$ cat src/logic/memStage_defs.svh
`ifndef MEMSTAGE_DEFS_SVH
`define MEMSTAGE_DEFS_SVH

// --------------------------------------------------
// Datapath sizes
// --------------------------------------------------
`define DATA_WIDTH  32      // Data word width
`define ADDR_WIDTH  12      // Byte address width

// --------------------------------------------------
// Data memory
// --------------------------------------------------
`define MEM_WORDS   1024    // RAM depth in words
`define MEM_LATENCY 2       // Request to ack inclusive and never below 1

// Event counters
`define COUNT_WIDTH 16

`endif

$ cat src/logic/memStagePkg.sv
`include "memStage_defs.svh"

package memStagePkg;

    // Access size of a load or store
    typedef enum logic [1:0] {
        BYTE = 2'd0,
        HALF = 2'd1,
        WORD = 2'd2
    } DataAccess;

    // Source of the register write-back value
    typedef enum logic {
        SEL_RESULT = 1'b0,              // ALU result
        SEL_MEMORY = 1'b1               // Extended load data
    } WrDataSel;

    // RAM sequencer
    typedef enum logic {
        IDLE = 1'b0,
        WAIT = 1'b1
    } MemState;

    // One operation coming from execute
    typedef struct packed {
        logic                   isValid;    // Operation present
        logic [`DATA_WIDTH-1:0] dataR;      // Result holding the address in its low bits
        logic [`DATA_WIDTH-1:0] dataB;      // Store data
        logic                   wrEnable;   // Store
        logic                   rdEnable;   // Load
        DataAccess              access;     // Size
        logic                   isUnsigned; // Zero-extend loads
        WrDataSel               wrDataSel;  // Write-back source
    } MemOp;

    // Data bus request with lanes already placed
    typedef struct packed {
        logic                   valid;
        logic                   write;
        logic [`ADDR_WIDTH-3:0] addr;       // Word address
        logic [`DATA_WIDTH-1:0] wrData;
        logic [3:0]             byteEn;
    } BusReq;

    typedef struct packed {
        logic                   ack;        // One-cycle pulse
        logic [`DATA_WIDTH-1:0] rdData;
    } BusRsp;

    // Pulses to the performance counters
    typedef struct packed {
        logic memRead;
        logic memWrite;
        logic alignError;
    } MemEvents;

endpackage

$ cat src/logic/PerfCounters.sv
`timescale 1ns/10ps
`include "memStage_defs.svh"

module PerfCounters (
    input  logic                    i_clock,     // Clock
    input  logic                    i_rstN,      // Async reset, active low
    input  memStagePkg::MemEvents   i_events,    // Completion pulses
    output logic [`COUNT_WIDTH-1:0] o_rdCount,   // Completed loads
    output logic [`COUNT_WIDTH-1:0] o_wrCount,   // Completed stores
    output logic [`COUNT_WIDTH-1:0] o_errCount); // Misaligned accesses

    logic [2:0]                    evVec;   // Error, write, read
    logic [2:0][`COUNT_WIDTH-1:0]  count;

    assign evVec = {i_events.alignError, i_events.memWrite, i_events.memRead};

    // --------------------------------------------------
    // Saturating counters
    // --------------------------------------------------
    always_ff @(posedge i_clock or negedge i_rstN) begin
        if (!i_rstN)
            count <= '0;
        else
            for (int i = 0; i < 3; i++)
                if (evVec[i] && (count[i] != '1))     // Stop at max
                    count[i] <= count[i] + 1'b1;
    end

    assign o_rdCount  = count[0];
    assign o_wrCount  = count[1];
    assign o_errCount = count[2];

    // One operation completes per cycle
    singleEvent: assert property (@(posedge i_clock) disable iff (!i_rstN)
        $onehot0(evVec))
        else $error("More than one event in a cycle");

endmodule

$ cat config.mk
export PLATFORM = sky130hd
export DESIGN_NAME = PerfCounters
export DESIGN_NICKNAME = d
export VERILOG_FILES = /design/src/logic/memStagePkg.sv /design/src/logic/PerfCounters.sv
export VERILOG_INCLUDE_DIRS = /design/src /design/src/logic
export SDC_FILE = /design/constraint.sdc
export NUM_CORES = 1
export LEC_CHECK = 0
export BUFFER_PORTS_ARGS = -buffer_cell sky130_fd_sc_hd__buf_2
export CELL_PAD_IN_SITES_DETAIL_PLACEMENT = 1
export CELL_PAD_IN_SITES_GLOBAL_PLACEMENT = 1
export CORE_MARGIN = 2
export CORE_UTILIZATION = 42
export CTS_CLUSTER_DIAMETER = 100
export DETAILED_ROUTE_END_ITERATION = 6
export HOLD_SLACK_MARGIN = 0.03
export PLACE_DENSITY = 0.84
export SYNTH_ARGS = -nofsm -noshare
export SYNTH_HDL_FRONTEND = slang
export SYNTH_SLANG_ARGS = --single-unit
$ cat constraint.sdc
create_clock -name i_clock -period 2.1 [get_ports i_clock]
set_input_delay 0.105 -clock i_clock [delete_from_list [all_inputs] [get_ports i_clock]]
set_output_delay 0.105 -clock i_clock [all_outputs]
set_load 0.02 [all_outputs]
* Yosys cells after proc, flatten, opt, wreduce, memory -nomap -nowiden *
Cells that the tools add are included.

word-level totals
  bits in latches = 0
  memories kept = 0
  input bits = 5
  output and inout bits = 48
  bits in writable memories = 0
  ROM bits = 0
  register bits after elaboration = 48

operators by class
  bitwise gates (word level) = 0
  multiplexer cells = 0
  eq/ne operators = 3
  multipliers = 0
  order comparisons = 0
  $add $sub $neg = 3
  div/mod/pow operators = 0
  reductions and logical operators = 3
  shift-type cells = 0

operators by type and width
  kind                                           number
  adder 16 x 1 -> 16 bit, second input constant  3
  inequality test 16 bit, second input constant  3
  logical AND 1 bit                              3

* Depth between registers and ports, before layout *
  depth after elaboration = 2
  mapped depth = 5

* Worst setup path before layout *
Ideal clock, no wire load.

  path type = flip-flop to flip-flop
  start point = register count (netlist bit o_errCount[0])
  end point = register count (netlist bit o_errCount[1])
  slack = 0.303 ns
  setup time = 0.125 ns
  stages on the path, launching flop included = 6
  arrival = 1.672 ns
  data required time = 1.975 ns
  path buffers = 0
  cells stage by stage = dfrtp_1 -> ha_1 -> nand4_1 -> nor4_4 -> a21boi_2 -> mux2_4

between the ends
  longest elaborated chain between the ends = 2

RTL lines
  what                                                            RTL line            source
  start: declaration                                              PerfCounters.sv:13  logic [2:0][`COUNT_WIDTH-1:0] count;
  start signal: indexed assignment                                PerfCounters.sv:26  count[i] <= count[i] + 1'b1;
  branches (longest 2 deep; another with adder 16 x 1 -> 16 bit)  -

Parallel ways; which one is timed is not known.
A chain may end at the register's enable or synchronous reset.

* Worst setup path in the final report *
  start point = register count (netlist bit o_wrCount[0])
  end point = register count (netlist bit o_wrCount[9])

Same word-level chain as after synthesis.

==> metrics <==
die area roughly 0.0064 mm²; Synth Warn # 0; Most used DFF post-synth dfrtp_1; Min-Delay Startpoint i_events[1]; Power Dens Cells between 1000 and 1500 mW/mm²; hold path depth 3; Sequential Area 0.00120 mm²; die width 79.8 µm; register area share after synthesis 49.8%; n_diodes 0; Area Growth Syn to Fin 20.6%; Mapped Nets ~230; setup bufs post-CTS 0; CP Launch Type register; Multi-input gate area around 0.0012 mm²; unrepaired setup endpoints after global routing false; # fillers around 650; Clock Sink Count between 40 and 50; R2R cell count 5; synth unique cells 39; Worst-path clk slew approximately 0.090 ns; Tmin final 1.82 ns; dpl cells between 300 and 400; Starting DRT DRC Count 31; crit path kind register to register; first-pass GRT wire length 9650 µm; ratio of cells with drive above 1 in the final layout roughly 30%; GRT busiest layer met2; Syn Inst Count 223; Placeable Area around 0.0055 mm²; status completed; Clock Tree Root clkbuf_8; Critical Path RT 2.31 ns; Final Wtd Congestion just under 0.8; crit end category register; Async S/R FF share, synth 100%; count of input and output buffers 52; fin nets roughly 300; post-route antenna net violation count 0; post-synthesis cell area between 0.002 and 0.0025 mm²; I/O pin total 53; dpl hpwl approximately 4100 µm; fin cells between 300 and 400; met1 usage 25.1%; GR Util met3 between 3 and 4%; Worst VDD drop 504 µV; syn avg cell area about 11 µm²; Clock Skew approximately 0.010 ns; Slew Viols, Final 0; Peak Freq 551 MHz; DRC 0; worst-case clock buffer depth 2; final setup vio count 0; initial antenna violation count 0; count of maximum capacitance violations 0; P_leak between 1 and 1.5 nW; Die Span Y between 70 and 80 µm; largest net degree at the start of global routing just under 50; max incr delay on CP ~0.43 ns; Worst EP arrival between 2 and 2.5 ns; Final Hold Viols 0; vias around 2,000; count of flip-flops with a built-in enable after synthesis 0; clk_lat worst skew ~0.30 ns; period utilisation layout 86.5%; final WL 5570 µm; GRT Total Usage 19.1%; final worst setup slack 0.284 ns; num rows 27; setup tns final 0 ns; total global routing overflow 0; CTS Buf Count 5; synthesis-stage register bit count 48; Worst path slowest cell dfrtp_1; crit path cell chain ha_1, nand4_1, or2_2, o21ai_0, xnor2_1; pre-CTS setup slack roughly 0.28 ns; Worst Path Max Fanout 5; routed len/inst ~16 µm; Initial Util 43.5%; H-tree Lvls 2; CTS tree yes; Hold Crit Class input pin to register; DRT Pass-1 Iters 4; Rel. slew slack about 60%; Worst Setup SP o_wrCount[0]; Critical R2R Launch o_wrCount[0]; worst-margin pin slew ~0.60 ns; met2 Usage GRT 31.7%; vias in the first global route between 2,000 and 2,500; vias per cell between 5 and 6
-- what timing repair did --
item,in CTS,in global routing
hold endpoints to repair,48,0
resized for setup,0,1
hold buffers,1,0
endpoints found under the setup margin,0,1
-- worst max-delay path: cells and delay by family, from the launching register on --
kind                       cells  cell delay (ns)
xor gates and xnor gates       1             0.16
and+or+nand+nor                2             0.65
DFF                            1             0.43
adders and majority gates      1             0.27
AOI/OAI and AO/OA              1             0.22
-- synthesized netlist by cell type, types with 3 or more instances --
master   instances  area (µm²)
or2_2            4        25.0
nor4_1           6        37.5
nand3_1         13        65.1
nor4b_1          3        26.3
dfrtp_1         48        1200
ha_1             3        37.5
nand4_1         18         113
xnor2_1         14         123
inv_1            5        18.8
nand2_1         13        48.8
xor2_1          14         123
nor3_1           5        25.0
o21a_1           3        22.5
o21ai_0          5        25.0
nor2_1          16        60.1
a21oi_1         11        55.1
mux2_2           6        67.6
and3_1           8        50.1
a31oi_1          4        25.0
-- per-stage QoR --
stage | cell area (µm²) | power (W) | utilization [%] | hold WS [ns]
floorplan | 2410 | 0.00202 | - | -0.191
global placement | 2780 | 0.00235 | 50.2 | 0.241
detailed placement | 2780 | 0.00240 | 50.2 | 0.246
CTS | 2900 | 0.00307 | 52.4 | 0.0922
global route | 2910 | 0.00324 | 52.5 | 0.116
finish | 2910 | 0.00304 | 52.5 | 0.108
-- path summary, 6_finish.rpt --
kind,slack (ns),to
setup / recovery,0.28,o_wrCount[9]
hold / removal,0.11,o_wrCount[0]
setup reg to reg,0.28,o_wrCount[9]
hold reg to reg,0.49,o_errCount[15]
max in group asynchronous,1.26,o_rdCount[15]
min in group asynchronous,0.43,o_errCount[0]
-- layer usage --
| layer | up-vias | wire length, µm |
|---|---|---|
| li1 | 960 | - |
| met1 | 1003 | 2530 |
| met5 | - | 0 |
| met4 | 0 | 85 |
| met2 | 48 | 2740 |
| met3 | 8 | 215 |
-- cell usage in the layout, fill, tap and decap left out, types with 6 or more instances in the layout --
cell     count
and3_1       8
buf_2       52
nand3_1     13
xnor2_1     14
xor2_1      14
nor2_1      16
nand4_1     18
nand2_1     13
dfrtp_1     48
a21oi_1     11
mux2_2       6
-- cell families after synthesis --
| kind of cell | synth area share (%) |
|---|---|
| AO/OA/AOI/OAI | 8.98 |
| AND/OR/NAND/NOR | 25.3 |
| flip-flops | 49.8 |
| multiplexers | 3.42 |
| buffers and inverters | 0.778 |
| adder cells (fa/ha/maj) | 1.56 |
| XOR/XNOR | 10.2 |
-- cell type report --
class,instances,area share [%]
Timing Repair Buffer,56,10.1
Inverter,5,0.645
Sequential cell,48,41.3
Clock buffer,6,2.50
Tap cell,72,3.10
Clock inverter,2,1.20
Multi-Input combinational cell,170,41.2
-- registers in the layout, indices dropped and copies added, names as in the netlist --
signal / cells
o_rdCount: 16
o_errCount: 16
o_wrCount: 16
-- where the power goes --
group,leakage [nW],internal (W),switching (W)
combinational,0.681,0.000367,0.000595
sequential,0.624,0.00112,0.000297
clock,0.0552,0.000354,0.000300
total,1.36,0.00185,0.00119
Note: power is estimated with default switching activity, not from simulation.
