## src/logic/memStage_defs.svh

```systemverilog
`ifndef MEMSTAGE_DEFS_SVH
`define MEMSTAGE_DEFS_SVH

// --------------------------------------------------
// Datapath sizes
// --------------------------------------------------
`define DATA_WIDTH  32      // Data word width
`define ADDR_WIDTH  12      // Byte address width

// --------------------------------------------------
// Data memory
// --------------------------------------------------
`define MEM_WORDS   1024    // RAM depth in words
`define MEM_LATENCY 2       // Request to ack inclusive and never below 1

// Event counters
`define COUNT_WIDTH 16

`endif

```

## src/logic/memStagePkg.sv

```systemverilog
`include "memStage_defs.svh"

package memStagePkg;

    // Access size of a load or store
    typedef enum logic [1:0] {
        BYTE = 2'd0,
        HALF = 2'd1,
        WORD = 2'd2
    } DataAccess;

    // Source of the register write-back value
    typedef enum logic {
        SEL_RESULT = 1'b0,              // ALU result
        SEL_MEMORY = 1'b1               // Extended load data
    } WrDataSel;

    // RAM sequencer
    typedef enum logic {
        IDLE = 1'b0,
        WAIT = 1'b1
    } MemState;

    // One operation coming from execute
    typedef struct packed {
        logic                   isValid;    // Operation present
        logic [`DATA_WIDTH-1:0] dataR;      // Result holding the address in its low bits
        logic [`DATA_WIDTH-1:0] dataB;      // Store data
        logic                   wrEnable;   // Store
        logic                   rdEnable;   // Load
        DataAccess              access;     // Size
        logic                   isUnsigned; // Zero-extend loads
        WrDataSel               wrDataSel;  // Write-back source
    } MemOp;

    // Data bus request with lanes already placed
    typedef struct packed {
        logic                   valid;
        logic                   write;
        logic [`ADDR_WIDTH-3:0] addr;       // Word address
        logic [`DATA_WIDTH-1:0] wrData;
        logic [3:0]             byteEn;
    } BusReq;

    typedef struct packed {
        logic                   ack;        // One-cycle pulse
        logic [`DATA_WIDTH-1:0] rdData;
    } BusRsp;

    // Pulses to the performance counters
    typedef struct packed {
        logic memRead;
        logic memWrite;
        logic alignError;
    } MemEvents;

endpackage

```

## src/logic/DataMemoryAdapter.sv

```systemverilog
`timescale 1ns/10ps
`include "memStage_defs.svh"

module DataMemoryAdapter (
    input  logic                   i_clock,       // Clock
    input  logic                   i_rstN,        // Async reset, active low
    input  logic [`ADDR_WIDTH-1:0] i_addr,        // Byte address
    input  logic                   i_wrEnable,    // Store request
    input  logic                   i_rdEnable,    // Load request
    input  memStagePkg::DataAccess i_access,      // Access size
    input  logic                   i_isUnsigned,  // Zero-extend loads
    input  logic [`DATA_WIDTH-1:0] i_wrData,      // Store data in the low bits
    input  memStagePkg::BusRsp     i_rsp,         // Memory response
    output memStagePkg::BusReq     o_req,         // Memory request
    output logic [`DATA_WIDTH-1:0] o_rdData,      // Extended load data
    output logic                   o_busy,        // Access still in flight
    output logic                   o_alignError); // Misaligned access

    logic [1:0]             laneSel;    // Byte offset in the word
    logic                   accessReq;  // Any memory access wanted
    logic                   misaligned;
    logic [3:0]             byteEn;
    logic [`DATA_WIDTH-1:0] laneData;   // Store data on its lanes
    logic [`DATA_WIDTH-1:0] rdShifted;  // Addressed lane moved to bit 0
    logic                   pending;    // Request seen and not yet acked

    assign laneSel   = i_addr[1:0];
    assign accessReq = i_wrEnable | i_rdEnable;

    // --------------------------------------------------
    // Lane enables and store data placement
    // --------------------------------------------------
    always_comb begin
        case (i_access)
            memStagePkg::BYTE: begin
                misaligned = 1'b0;                      // Bytes fit anywhere
                byteEn     = 4'b0001 << laneSel;
                laneData   = {4{i_wrData[7:0]}};        // Copy on every lane
            end
            memStagePkg::HALF: begin
                misaligned = laneSel[0];                // Needs even address
                byteEn     = 4'b0011 << laneSel;
                laneData   = {2{i_wrData[15:0]}};
            end
            default: begin
                misaligned = |laneSel;                  // Word on multiple of 4
                byteEn     = 4'b1111;
                laneData   = i_wrData;
            end
        endcase
    end

    // Request goes out in the same cycle and never for a misaligned access
    always_comb begin
        o_req.valid  = accessReq & ~misaligned;
        o_req.write  = i_wrEnable;
        o_req.addr   = i_addr[`ADDR_WIDTH-1:2];         // Drop byte offset
        o_req.wrData = laneData;
        o_req.byteEn = byteEn;
    end

    assign o_alignError = accessReq & misaligned;
    assign o_busy       = o_req.valid & ~i_rsp.ack;    // Stall until ack

    // --------------------------------------------------
    // Load extraction and extension
    // --------------------------------------------------
    assign rdShifted = i_rsp.rdData >> {laneSel, 3'b000};

    always_comb begin
        case (i_access)
            memStagePkg::BYTE:
                o_rdData = {{(`DATA_WIDTH-8){~i_isUnsigned & rdShifted[7]}}, rdShifted[7:0]};
            memStagePkg::HALF:
                o_rdData = {{(`DATA_WIDTH-16){~i_isUnsigned & rdShifted[15]}},
                            rdShifted[15:0]};
            default:
                o_rdData = i_rsp.rdData;                // Full word without extension
        endcase
    end

    // Outstanding request marker
    always_ff @(posedge i_clock or negedge i_rstN) begin
        if (!i_rstN)
            pending <= 1'b0;
        else
            pending <= o_req.valid & ~i_rsp.ack;        // Cleared by ack
    end

    // --------------------------------------------------
    // Checks
    // --------------------------------------------------
    noDualAccess: assert property (@(posedge i_clock) disable iff (!i_rstN)
        !(i_wrEnable && i_rdEnable))
        else $error("Load and store requested together");

    // Execute side must hold the operation while the bus waits
    reqStable: assert property (@(posedge i_clock) disable iff (!i_rstN)
        pending |-> (o_req == $past(o_req)))
        else $error("Bus request changed before ack");

endmodule

```

## src/logic/StageMEM.sv

```systemverilog
`timescale 1ns/10ps
`include "memStage_defs.svh"

module StageMEM (
    input  logic                   i_clock,       // Clock
    input  logic                   i_rstN,        // Async reset, active low
    input  memStagePkg::MemOp      i_op,          // Operation from execute
    input  memStagePkg::BusRsp     i_rsp,         // Data memory response
    output memStagePkg::BusReq     o_req,         // Data memory request
    output memStagePkg::MemEvents  o_events,      // Counter pulses
    output logic                   o_hazard,      // Stall upstream
    output logic                   o_alignError,  // Misaligned access
    output logic [`DATA_WIDTH-1:0] o_regWrData);  // Write-back value

    logic                   wrEnable;       // Valid store
    logic                   rdEnable;       // Valid load
    logic [`DATA_WIDTH-1:0] memRdData;
    logic                   memBusy;
    logic                   memAlignError;

    // Bubbles never touch memory
    assign wrEnable = i_op.wrEnable & i_op.isValid;
    assign rdEnable = i_op.rdEnable & i_op.isValid;

    // --------------------------------------------------
    // Memory adapter
    // --------------------------------------------------
    DataMemoryAdapter memAdapter (
        .i_clock      (i_clock),
        .i_rstN       (i_rstN),
        .i_addr       (i_op.dataR[`ADDR_WIDTH-1:0]),
        .i_wrEnable   (wrEnable),
        .i_rdEnable   (rdEnable),
        .i_access     (i_op.access),
        .i_isUnsigned (i_op.isUnsigned),
        .i_wrData     (i_op.dataB),
        .i_rsp        (i_rsp),
        .o_req        (o_req),
        .o_rdData     (memRdData),
        .o_busy       (memBusy),
        .o_alignError (memAlignError));

    assign o_hazard     = memBusy;            // Latency is the only stall
    assign o_alignError = memAlignError;

    // Pulses on the completing edge only
    always_comb begin
        o_events.memRead    = rdEnable & i_rsp.ack;
        o_events.memWrite   = wrEnable & i_rsp.ack;
        o_events.alignError = memAlignError;  // Completes at once
    end

    // Write-back selection
    assign o_regWrData = (i_op.wrDataSel == memStagePkg::SEL_MEMORY) ? memRdData
                                                                     : i_op.dataR;

endmodule

```

## config.mk

```make
export PLATFORM = sky130hd
export DESIGN_NAME = StageMEM
export DESIGN_NICKNAME = d
export VERILOG_FILES = /design/src/logic/memStagePkg.sv /design/src/logic/DataMemoryAdapter.sv /design/src/logic/StageMEM.sv
export VERILOG_INCLUDE_DIRS = /design/src /design/src/logic
export SDC_FILE = /design/constraint.sdc
export NUM_CORES = 1
export LEC_CHECK = 0
export ABC_AREA = 0
export BUFFER_PORTS_ARGS = -buffer_cell sky130_fd_sc_hd__buf_2
export CAP_MARGIN = 0
export CORE_MARGIN = 4
export CORE_UTILIZATION = 34
export DETAILED_ROUTE_END_ITERATION = 8
export MAX_ROUTING_LAYER = met4
export PLACE_DENSITY_LB_ADDON = 0.3
export SETUP_SLACK_MARGIN = 0.5
export SYNTH_ARGS = -nofsm -noshare
export SYNTH_HDL_FRONTEND = slang
export SYNTH_SLANG_ARGS = --single-unit
export TNS_END_PERCENT = 100
```

## constraint.sdc

```tcl
create_clock -name vclk -period 1.69
set_input_delay 0.0845 -clock vclk [all_inputs]
set_output_delay 0.0845 -clock vclk [all_outputs]
set_load 0.1 [all_outputs]
```

==> results of run 1 <==
## Yosys cell counts (3+ instances only)
master,instances
a21oi_1,10
nand2_1,15
buf_2,3
mux2i_1,11
inv_1,7
clkbuf_1,13
mux2_2,23
a31oi_1,4
a222oi_1,5
a32oi_1,4
buf_4,20
and3_1,4
nor3_1,5
and2_1,3
nor2_1,20
a221o_1,13
o21ba_2,3
o21ai_0,18
a211o_1,3
o2bb2ai_1,4
## cells by family after synthesis
family / count (synthesis) / share of synthesized area (%)
buf+inv: 48 / 18.3
simple gates: 56 / 18.1
compound gates: 75 / 37.5
mux: 35 / 26.1
## through the flow
step              worst slack [ns]  std cells  setup TNS [ns]  hold WS, ns
global placement            -0.150        452           -1.45        0.491
floorplan                   0.0550        214               0        0.276
==> out/qor.yml, run 1 <==
syn_avg_cell_area_um2: 7.00
yosysSeqAreaShare_pct: 0
status: "stopped before the end"
synth_top_cell_by_area: "mux2_2"
dieWidth_um: 74.4
synthCells: 214
synth_cell_types: 39
dpl.hpwl_um: 11800
stop_error: "[ERROR DPL-0033] detailed placement checks failed during check placement."
die_h_um: 74.4
syn_nets: 320
netlist_area_um2: 1500
start_util_pct: 36.2
io_buffer_count: 189
place_congestion: 0.903
haltStage: "detailed placement"
synthTopCellsByArea: "mux2_2, buf_4, a221o_1"
rows: 23
synth_warnings: 0
synth.top_cell.area_share_pct: 17.3
io_pins: 191
==> run 2, diff against run 1 <==
CORE_UTILIZATION = 25   (was 34)
MAX_ROUTING_LAYER = unset   (was met4)
PLACE_DENSITY_LB_ADDON = 0.15   (was 0.3)
SETUP_SLACK_MARGIN = unset   (was 0.5)
==> run 2 against run 1 <==
The flow now finishes, with violations (setup timing). Synthesized cell count did not move. Area after synthesis did not move.
==> out/qor.yml, run 2 <==
hold_path.startpoint: "i_rsp[32]"
cts_setup_buffers: 0
cp_data_required_time_ns: 1.61
whs_endpoint: "o_hazard"
first_pass_iters: 5
p_per_area_nw_per_um2: 635
synth_cell_types: 39  # unchanged
period_share_pct: 105
fin_nets: 504
diodes: 0
drc: 0
synth.top_cell.area_share_pct: 17.3  # unchanged
synth_top_cell_by_area: "mux2_2"
max_slew_margin_pct: 66.7
setup_slack_ns: -0.0814
io_buffer_count: 189  # unchanged
netlist_area_um2: 1500  # unchanged
clockBufferCount: 0
end_kind: "output port"
crit_type: "input port to output port"
dieWidth_um: 85.4  # +15%
finalCriticalPeriod_ns: 1.77
grt.total_usage_pct: 20.3
design.seq.count: 0
path_max_fanout: 6
dp_cells: 467
cp_data_arrival_time_ns: 1.69
grt_pass1_wl_um: 12500
setup_viol: 24
slew_viol_final: 0
core_um2: 5680
io_pins: 191  # unchanged
postRouteAntennaNets: 0
vias_per_cell: 5.24
status: "finished, violations left"
synthCells: 214  # unchanged
routed_wl_um: 8090
synth_common_cells: "mux2_2, buf_4, nor2_1"
start_util_pct: 26.4  # -9.8 points
synth_warnings: 0  # unchanged
die_h_um: 85.4  # +15%
dpl.hpwl_um: 6610  # -44%
yosysMostFrequentCell: "mux2_2"
syn_nets: 320  # unchanged
whs_ns: 0.504
yosysSeqAreaShare_pct: 0  # unchanged
grt_max_degree: 29
final_cells: 468
area_delta_synth_final_pct: 158
final_common_cell: "buf_2"
setup_tns_ns: -1.06
fmax_mhz: 565
syn_avg_cell_area_um2: 7.00  # unchanged
wl_per_cell_um: 17.3
peakVddDrop_mv: 0.409
leakagePower_nw: 1.81
rsz0062_at_grt: "yes"
drv.max_cap_violation_count: 0
grt_overflow: 0
holdPathStages: 3
antenna_found_initial: 0
grt_pass1_vias: 2497
failed_checks: "setup timing"
synthTopCellsByArea: "mux2_2, buf_4, a221o_1"
place_congestion: 0.758  # -16%
rows: 27  # +17%
postCtsHoldBufs: 0
final_cell_mix: "buf_2, buf_12, buf_4"
hold_path_class: "input port to output port"
die-area_um2: 7300
drive_above_1_share_pct: 74.2
worst_setup_path_start_kind: "input port"
hold_viol: 0
num_vias: 2453
regArea_um2: 0
worst_pin_slew_ns: 0.499
drtIter0Drc: 191
run 2: what timing repair did:
item                       in CTS  in global routing
setup endpoints to repair      24                 25
resized for setup              49                  8
pin swaps                       3                  2
cloned                          1                  0
run 2: worst max-delay path by stage:
stage / start / end
after floorplan: i_op[2] / o_req[1]
final: i_op[39] / o_regWrData[25]
after CTS: i_op[39] / o_regWrData[25]
after detailed placement: i_op[39] / o_regWrData[25]
after global routing: i_op[39] / o_regWrData[21]
after global placement: i_op[39] / o_regWrData[28]
run 2: layout make-up:
type	count	area, µm²
fillers	462	1810
repair buffers	222	2140
multi-input cells	166	1610
well taps	72	90.1
inverters	8	30.0
run 2: per-stage QoR:
step	setup WS, ns	area [µm²]	total power, mW	util, %
after detailed placement	-0.177	3650	2.36	64.4
after floorplan	-0.575	1870	1.62	-
after global placement	-0.171	3650	2.34	64.4
after global routing	-0.122	3870	2.53	68.2
after CTS	-0.0789	3840	2.45	67.7
final	-0.0814	3870	2.46	68.2
run 2: where the power goes:
part	leakage (nW)	switching, mW	internal (mW)
Sequential	0	0	0
Clock	0	0	0
Combinational	1.81	1.62	0.833
run 2: cell families after synthesis:
group	after synthesis	synth area share (%)
compound gates	75	37.5
buf+inv	48	18.3
mux	35	26.1
simple gates	56	18.1
run 2: critical path, stage by stage:
cell     delay, ns
buf_8         0.07
mux4_2        0.49
nor2_2        0.10
and4b_2       0.28
buf_6         0.15
a221o_2       0.33
buf_12        0.18
run 2: layer usage:
| layer | GRT usage (%) | up-vias | wire [µm] |
|---|---|---|---|
| li1 | - | 1164 | - |
| met1 | 24.4 | 1150 | 2990 |
| met2 | 38.7 | 129 | 4420 |
| met3 | 2.43 | 10 | 546 |
| met4 | 3.31 | 0 | 136 |
| met5 | 0 | - | 0 |
Power figures use the tool's default switching activity.
==> run 3, diff against run 2 <==
CORE_MARGIN = 1.5   (was 4)
==> run 3 against run 2 <==
The flow now finishes without violations. Worst setup slack improved by 0.13 ns. Sequential share of layout area unchanged. Die area decreased by 11%. Design area decreased by 1.8%. Critical endpoint is now o_regWrData[20]. Combinational power decreased by 2%. Total power decreased by 1.7%.
==> out/qor.yml, run 3 (synthesis results as in run 2) <==
dp_cells: 464  # -0.64%
hold_path.startpoint: "i_rsp[32]"
fmax_mhz: 609  # +7.9%
hold_path_class: "input port to output port"
whs_endpoint: "o_hazard"
period_share_pct: 97.2  # -7.7 points
clkPwrFrac_pct: 0  # unchanged
fill_cells: 496  # +7.4%
num_vias: 2412  # -1.7%
dpl.hpwl_um: 5930  # -10%
drc: 0  # unchanged
area_delta_synth_final_pct: 154
postRouteAntennaNets: 0  # unchanged
crit_type: "input port to output port"
fin_nets: 499  # -0.99%
clockBufferCount: 0  # unchanged
final_cell_mix: "buf_2, buf_12, buf_4"
drv.max_cap_violation_count: 0  # unchanged
cpMaxStageDelayCell: "mux4_2"
dp_slack_ns: -0.231  # -0.0540 ns
place_congestion: 0.793  # +4.6%
status: "finished clean"
cp_slowest_stage_delay_ns: 0.46  # -0.03 ns
path_max_fanout: 15  # +9
slew_viol_final: 0  # unchanged
seqPwrFrac_pct: 0  # unchanged
worst_setup_path_start_kind: "input port"
sw_frac_of_total_pct: 66.5  # +0.39 points
routed_wl_um: 7230  # -11%
core_um2: 5850  # +3.1%
postCtsHoldBufs: 0  # unchanged
leakagePower_nw: 1.78  # -1.5%
die_h_um: 80.4  # -5.9%
crit_chain: "buf_2 -> mux4_2 -> nor2_1 -> and4b_4 -> a221o_2 -> buf_6"
design.seq.count: 0  # unchanged
die-area_um2: 6470  # -11%
rows: 28  # +3.7%
cp_data_required_time_ns: 1.61  # about the same
grt.total_usage_pct: 20.1  # -0.20 points
end_kind: "output port"
diodes: 0  # unchanged
setup_slack_ns: 0.0480  # +0.129 ns
setup_viol: 0  # -100%
holdPathStages: 3  # unchanged
vias_per_cell: 5.18  # -1.2%
dieWidth_um: 80.4  # -5.9%
wl_per_cell_um: 15.5  # -10%
drive_above_1_share_pct: 73.9  # -0.33 points
hold_viol: 0  # unchanged
drtIter0Drc: 168  # -12%
finalCriticalPeriod_ns: 1.64  # -0.129 ns
regArea_um2: 0  # unchanged
cp_data_arrival_time_ns: 1.56  # -0.13 ns
final_common_cell: "buf_2"
final_cells: 466  # -0.43%
critPathLaunch: "i_rsp[15]"
antenna_found_initial: 0  # unchanged
internal-power_mw: 0.809  # -2.8%
grt_pass1_vias: 2173  # -13%
worst_pin_slew_ns: 0.487  # -0.0128 ns
io_pins: 191  # unchanged
peakVddDrop_mv: 0.342  # -16%
start_util_pct: 25.6  # -0.79 points
max_slew_margin_pct: 67.8  # +1.1 points
first_pass_iters: 4  # -1
multi_input_area_um2: 1610  # -0.31%
grt_pass1_wl_um: 10600  # -15%
grt_max_degree: 31  # +6.9%
io_buffer_count: 189  # unchanged
setup_tns_ns: 0  # +1.06 ns
grt_overflow: 0  # unchanged
pwr-share-comb_pct: 100.0  # about the same
p_sw_mw: 1.61  # -1.1%
p_per_area_nw_per_um2: 635  # about the same
-- run 3: cell count changes in the layout (fill, tap and decap cells not counted), moves of 2 or more --
cell	previous run	this run
a211o_2	0	2
a211o_4	2	0
buf_12	56	54
buf_2	121	124
buf_4	26	24
buf_6	17	13
mux2_2	22	20
mux2_4	1	3
-- run 3: timing repair --
item,CTS,global route
setup buffers,0,1
gates cloned,0,1
endpoints found under the setup margin,23,20
hold endpoints to repair,0,0
pin swaps,4,5
resized for setup,22,19
-- run 3: critical path: cells and delay by family --
kind	cells	cell delay, ns
compound gates	1	0.33
buf+inv	2	0.31
mux	1	0.46
simple gates	2	0.36
-- run 3: area by class of cell --
cell class / instances / area share [%]
Inverter: 8 / 0.790
Multi-Input combinational cell: 166 / 42.3
Tap cell: 75 / 2.47
Timing Repair Buffer: 217 / 54.4
-- run 3: worst max-delay path by stage --
stage	slack [ns]	end	depth (start not counted)
2_1_floorplan	-0.57	o_req[1]	4
3_3_place_gp	-0.19	o_regWrData[23]	6
3_5_place_dp	-0.23	o_regWrData[20]	6
4_1_cts	-0.01	o_regWrData[13]	8
5_1_grt	-0.002	o_hazard	8
6_report	0.05	o_regWrData[20]	6
-- run 3: power groups by stage --
| stage | registers [mW] | logic, mW | clock network (mW) |
|---|---|---|---|
| floorplan | 0 | 1.62 | 0 |
| global placement | 0 | 2.33 | 0 |
| detailed placement | 0 | 2.35 | 0 |
| CTS | 0 | 2.38 | 0 |
| global route | 0 | 2.49 | 0 |
| finish | 0 | 2.41 | 0 |
-- run 3: metal layers --
metal / routed length (µm) / global-route usage, % / vias up
met2: 3860 / 38.5 / 99
li1: - / - / 1155
met5: 0 / 0 / -
met3: 420 / 2.05 / 4
met4: 45 / 1.03 / 0
met1: 2900 / 25.1 / 1154
-- run 3: stage by stage --
| stage | hold slack (ns) | power (mW) | area, µm² | util (%) |
|---|---|---|---|---|
| final | 0.501 | 2.41 | 3800 | 64.9 |
| after global routing | 0.511 | 2.49 | 3800 | 64.9 |
| after CTS | 0.503 | 2.38 | 3700 | 63.3 |
| after detailed placement | 0.503 | 2.35 | 3640 | 62.2 |
| after global placement | 0.495 | 2.33 | 3640 | 62.2 |
| after floorplan | 0.278 | 1.62 | 1870 | - |
==> run 4, diff against run 3 <==
ABC_CLOCK_PERIOD_IN_PS = 1690   (was unset)
CORE_AREA = 2 2 74 76   (was unset)
CORE_MARGIN = unset   (was 1.5)
CORE_UTILIZATION = unset   (was 25)
DIE_AREA = 0 0 76 78   (was unset)
==> run 4 against run 3 <==
The flow now finishes with violations (setup timing). Routed wire length up 6.5%. Critical path depth up 1. Utilization up 13 points. Hold slack worse by 0.0013 ns. Non-clock buffer count up 3. Combinational power up 4%.
==> out/qor.yml, run 4 (synthesis results as in run 2) <==
first_pass_iters: 4  # unchanged
place_congestion: 0.762  # -3.9%
failed_checks: "setup timing"
peakVddDrop_mv: 0.469  # +37%
grt_overflow: 0  # unchanged
period_share_pct: 102  # +4.4 points
grt_pass1_vias: 2481  # +14%
power.total_mw: 2.50  # +3.5%
hold_path_class: "input port to output port"
fill_cells: 324  # -35%
cp_data_required_time_ns: 1.61  # about the same
endpoint: "o_regWrData[27]"
clkPwrFrac_pct: 0  # unchanged
pwr-share-comb_pct: 100.0  # about the same
drive_above_1_share_pct: 73.9  # about the same
design.seq.count: 0  # unchanged
final_cell_mix: "buf_2, buf_12, buf_4"
rsz0062_at_grt: "yes"
regArea_um2: 0  # unchanged
fin_nets: 502  # +0.60%
drv.max_cap_violation_count: 0  # unchanged
vias_per_cell: 5.30  # +2.3%
die_h_um: 78  # -3.0%
rows: 26  # -7.1%
drtIter0Drc: 115  # -32%
fmax_mhz: 583  # -4.3%
cp.depth: 7  # +1
wl_per_cell_um: 16.6  # +6.9%
routed_wl_um: 7690  # +6.5%
drc: 0  # unchanged
cp_top_family: "multiplexers"
p_per_area_nw_per_um2: 632  # -0.53%
leakagePower_nw: 1.83  # +3.0%
grt.total_usage_pct: 24.9  # +4.8 points
seqPwrFrac_pct: 0  # unchanged
num_vias: 2458  # +1.9%
path_max_fanout: 6  # -9
setup_viol: 13  # +13
final_cell_area_um2: 3950  # +4.0%
slew_viol_final: 0  # unchanged
final_common_cell: "buf_2"
worst_setup_path_start_kind: "input port"
cp_num_buf_inv: 3  # +1
cp_slowest_stage_delay_ns: 0.48  # +0.02 ns
io_pins: 191  # unchanged
crit_chain: "buf_8 -> mux4_2 -> nor2_1 -> and4b_4 -> buf_12 -> a221o_2 -> buf_12"
end_kind: "output port"
postCtsHoldBufs: 0  # unchanged
grt_max_degree: 25  # -19%
worst_pin_slew_ns: 0.545  # +0.0586 ns
cpMaxStageDelayCell: "mux4_2"
io_buffer_count: 189  # unchanged
crit_type: "input port to output port"
max_slew_margin_pct: 63.7  # -4.1 points
clockBufferCount: 0  # unchanged
antenna_found_initial: 0  # unchanged
finalCriticalPeriod_ns: 1.72  # +0.0740 ns
die-area_um2: 5930  # -8.4%
internal-power_mw: 0.873  # +7.8%
p_sw_mw: 1.63  # +1.3%
hold_viol: 0  # unchanged
grt_pass1_wl_um: 12400  # +16%
cp_data_arrival_time_ns: 1.63  # +0.07 ns
dieWidth_um: 76  # -5.5%
core_um2: 5040  # -14%
status: "finished, violations left"
start_util_pct: 29.7  # +4.1 points
diodes: 0  # unchanged
cpMostUsedCell: "buf_12"
critPathLaunch: "i_op[39]"
setup_slack_ns: -0.0261  # -0.0740 ns
dpl.hpwl_um: 6330  # +6.7%
postRouteAntennaNets: 0  # unchanged
sw_frac_of_total_pct: 65.1  # -1.4 points
area_delta_synth_final_pct: 164
placed_area_um2: 3820  # +4.9%
==> run 4: per-stage QoR <==
stage | TNS, ns | hold WS [ns] | utilization (%) | setup slack (ns) | std cells
global route | -0.737 | 0.509 | 78.4 | -0.0681 | 464
CTS | -0.559 | 0.498 | 78.0 | -0.0522 | 464
global placement | -1.38 | 0.500 | 75.7 | -0.0984 | 461
floorplan | -1.85 | 0.278 | - | -0.575 | 214
finish | -0.234 | 0.500 | 78.4 | -0.0261 | 464
detailed placement | -2.10 | 0.494 | 75.7 | -0.142 | 461
==> run 4: worst min path at each step <==
| stage | from | endpoint | slack, ns | cells past startpoint |
|---|---|---|---|---|
| detailed placement | i_rsp[32] | o_hazard | 0.49 | 3 |
| finish | i_rsp[32] | o_hazard | 0.50 | 3 |
| CTS | i_rsp[32] | o_hazard | 0.50 | 3 |
| floorplan | i_rsp[32] | o_hazard | 0.28 | 1 |
| global route | i_rsp[32] | o_hazard | 0.51 | 3 |
| global placement | i_rsp[32] | o_hazard | 0.50 | 3 |
==> run 4: per-layer routing <==
layer  vias up  part of all wire (%)  global-route usage (%)
met5         -                     0                       0
li1       1165                     -                       -
met1      1161                    37                    28.4
met2       124                    55                    50.6
met4         0                   1.1                    2.91
met3         8                   7.0                    3.02
==> run 4: layout make-up <==
type                       instances  area [µm²]  share of cell area, %
inverter                           8        30.0                  0.760
multi-input combinational        166        1610                   40.8
tap                               70        87.6                   2.22
timing repair buffer             220        2220                   56.3
==> run 4: power groups by stage <==
stage	Sequential (mW)	Combinational, mW	Clock (mW)
after CTS	0	2.50	0
after floorplan	0	1.62	0
after global placement	0	2.44	0
final	0	2.50	0
after detailed placement	0	2.45	0
after global routing	0	2.57	0
==> run 4: what timing repair did <==
item | 4_1_cts | 5_1_grt
pin swaps | 6 | 4
setup buffers | 2 | 0
hold endpoints to repair | 0 | 0
cloned | 1 | 0
gates resized for setup | 18 | 5
endpoints found under the setup margin | 23 | 28
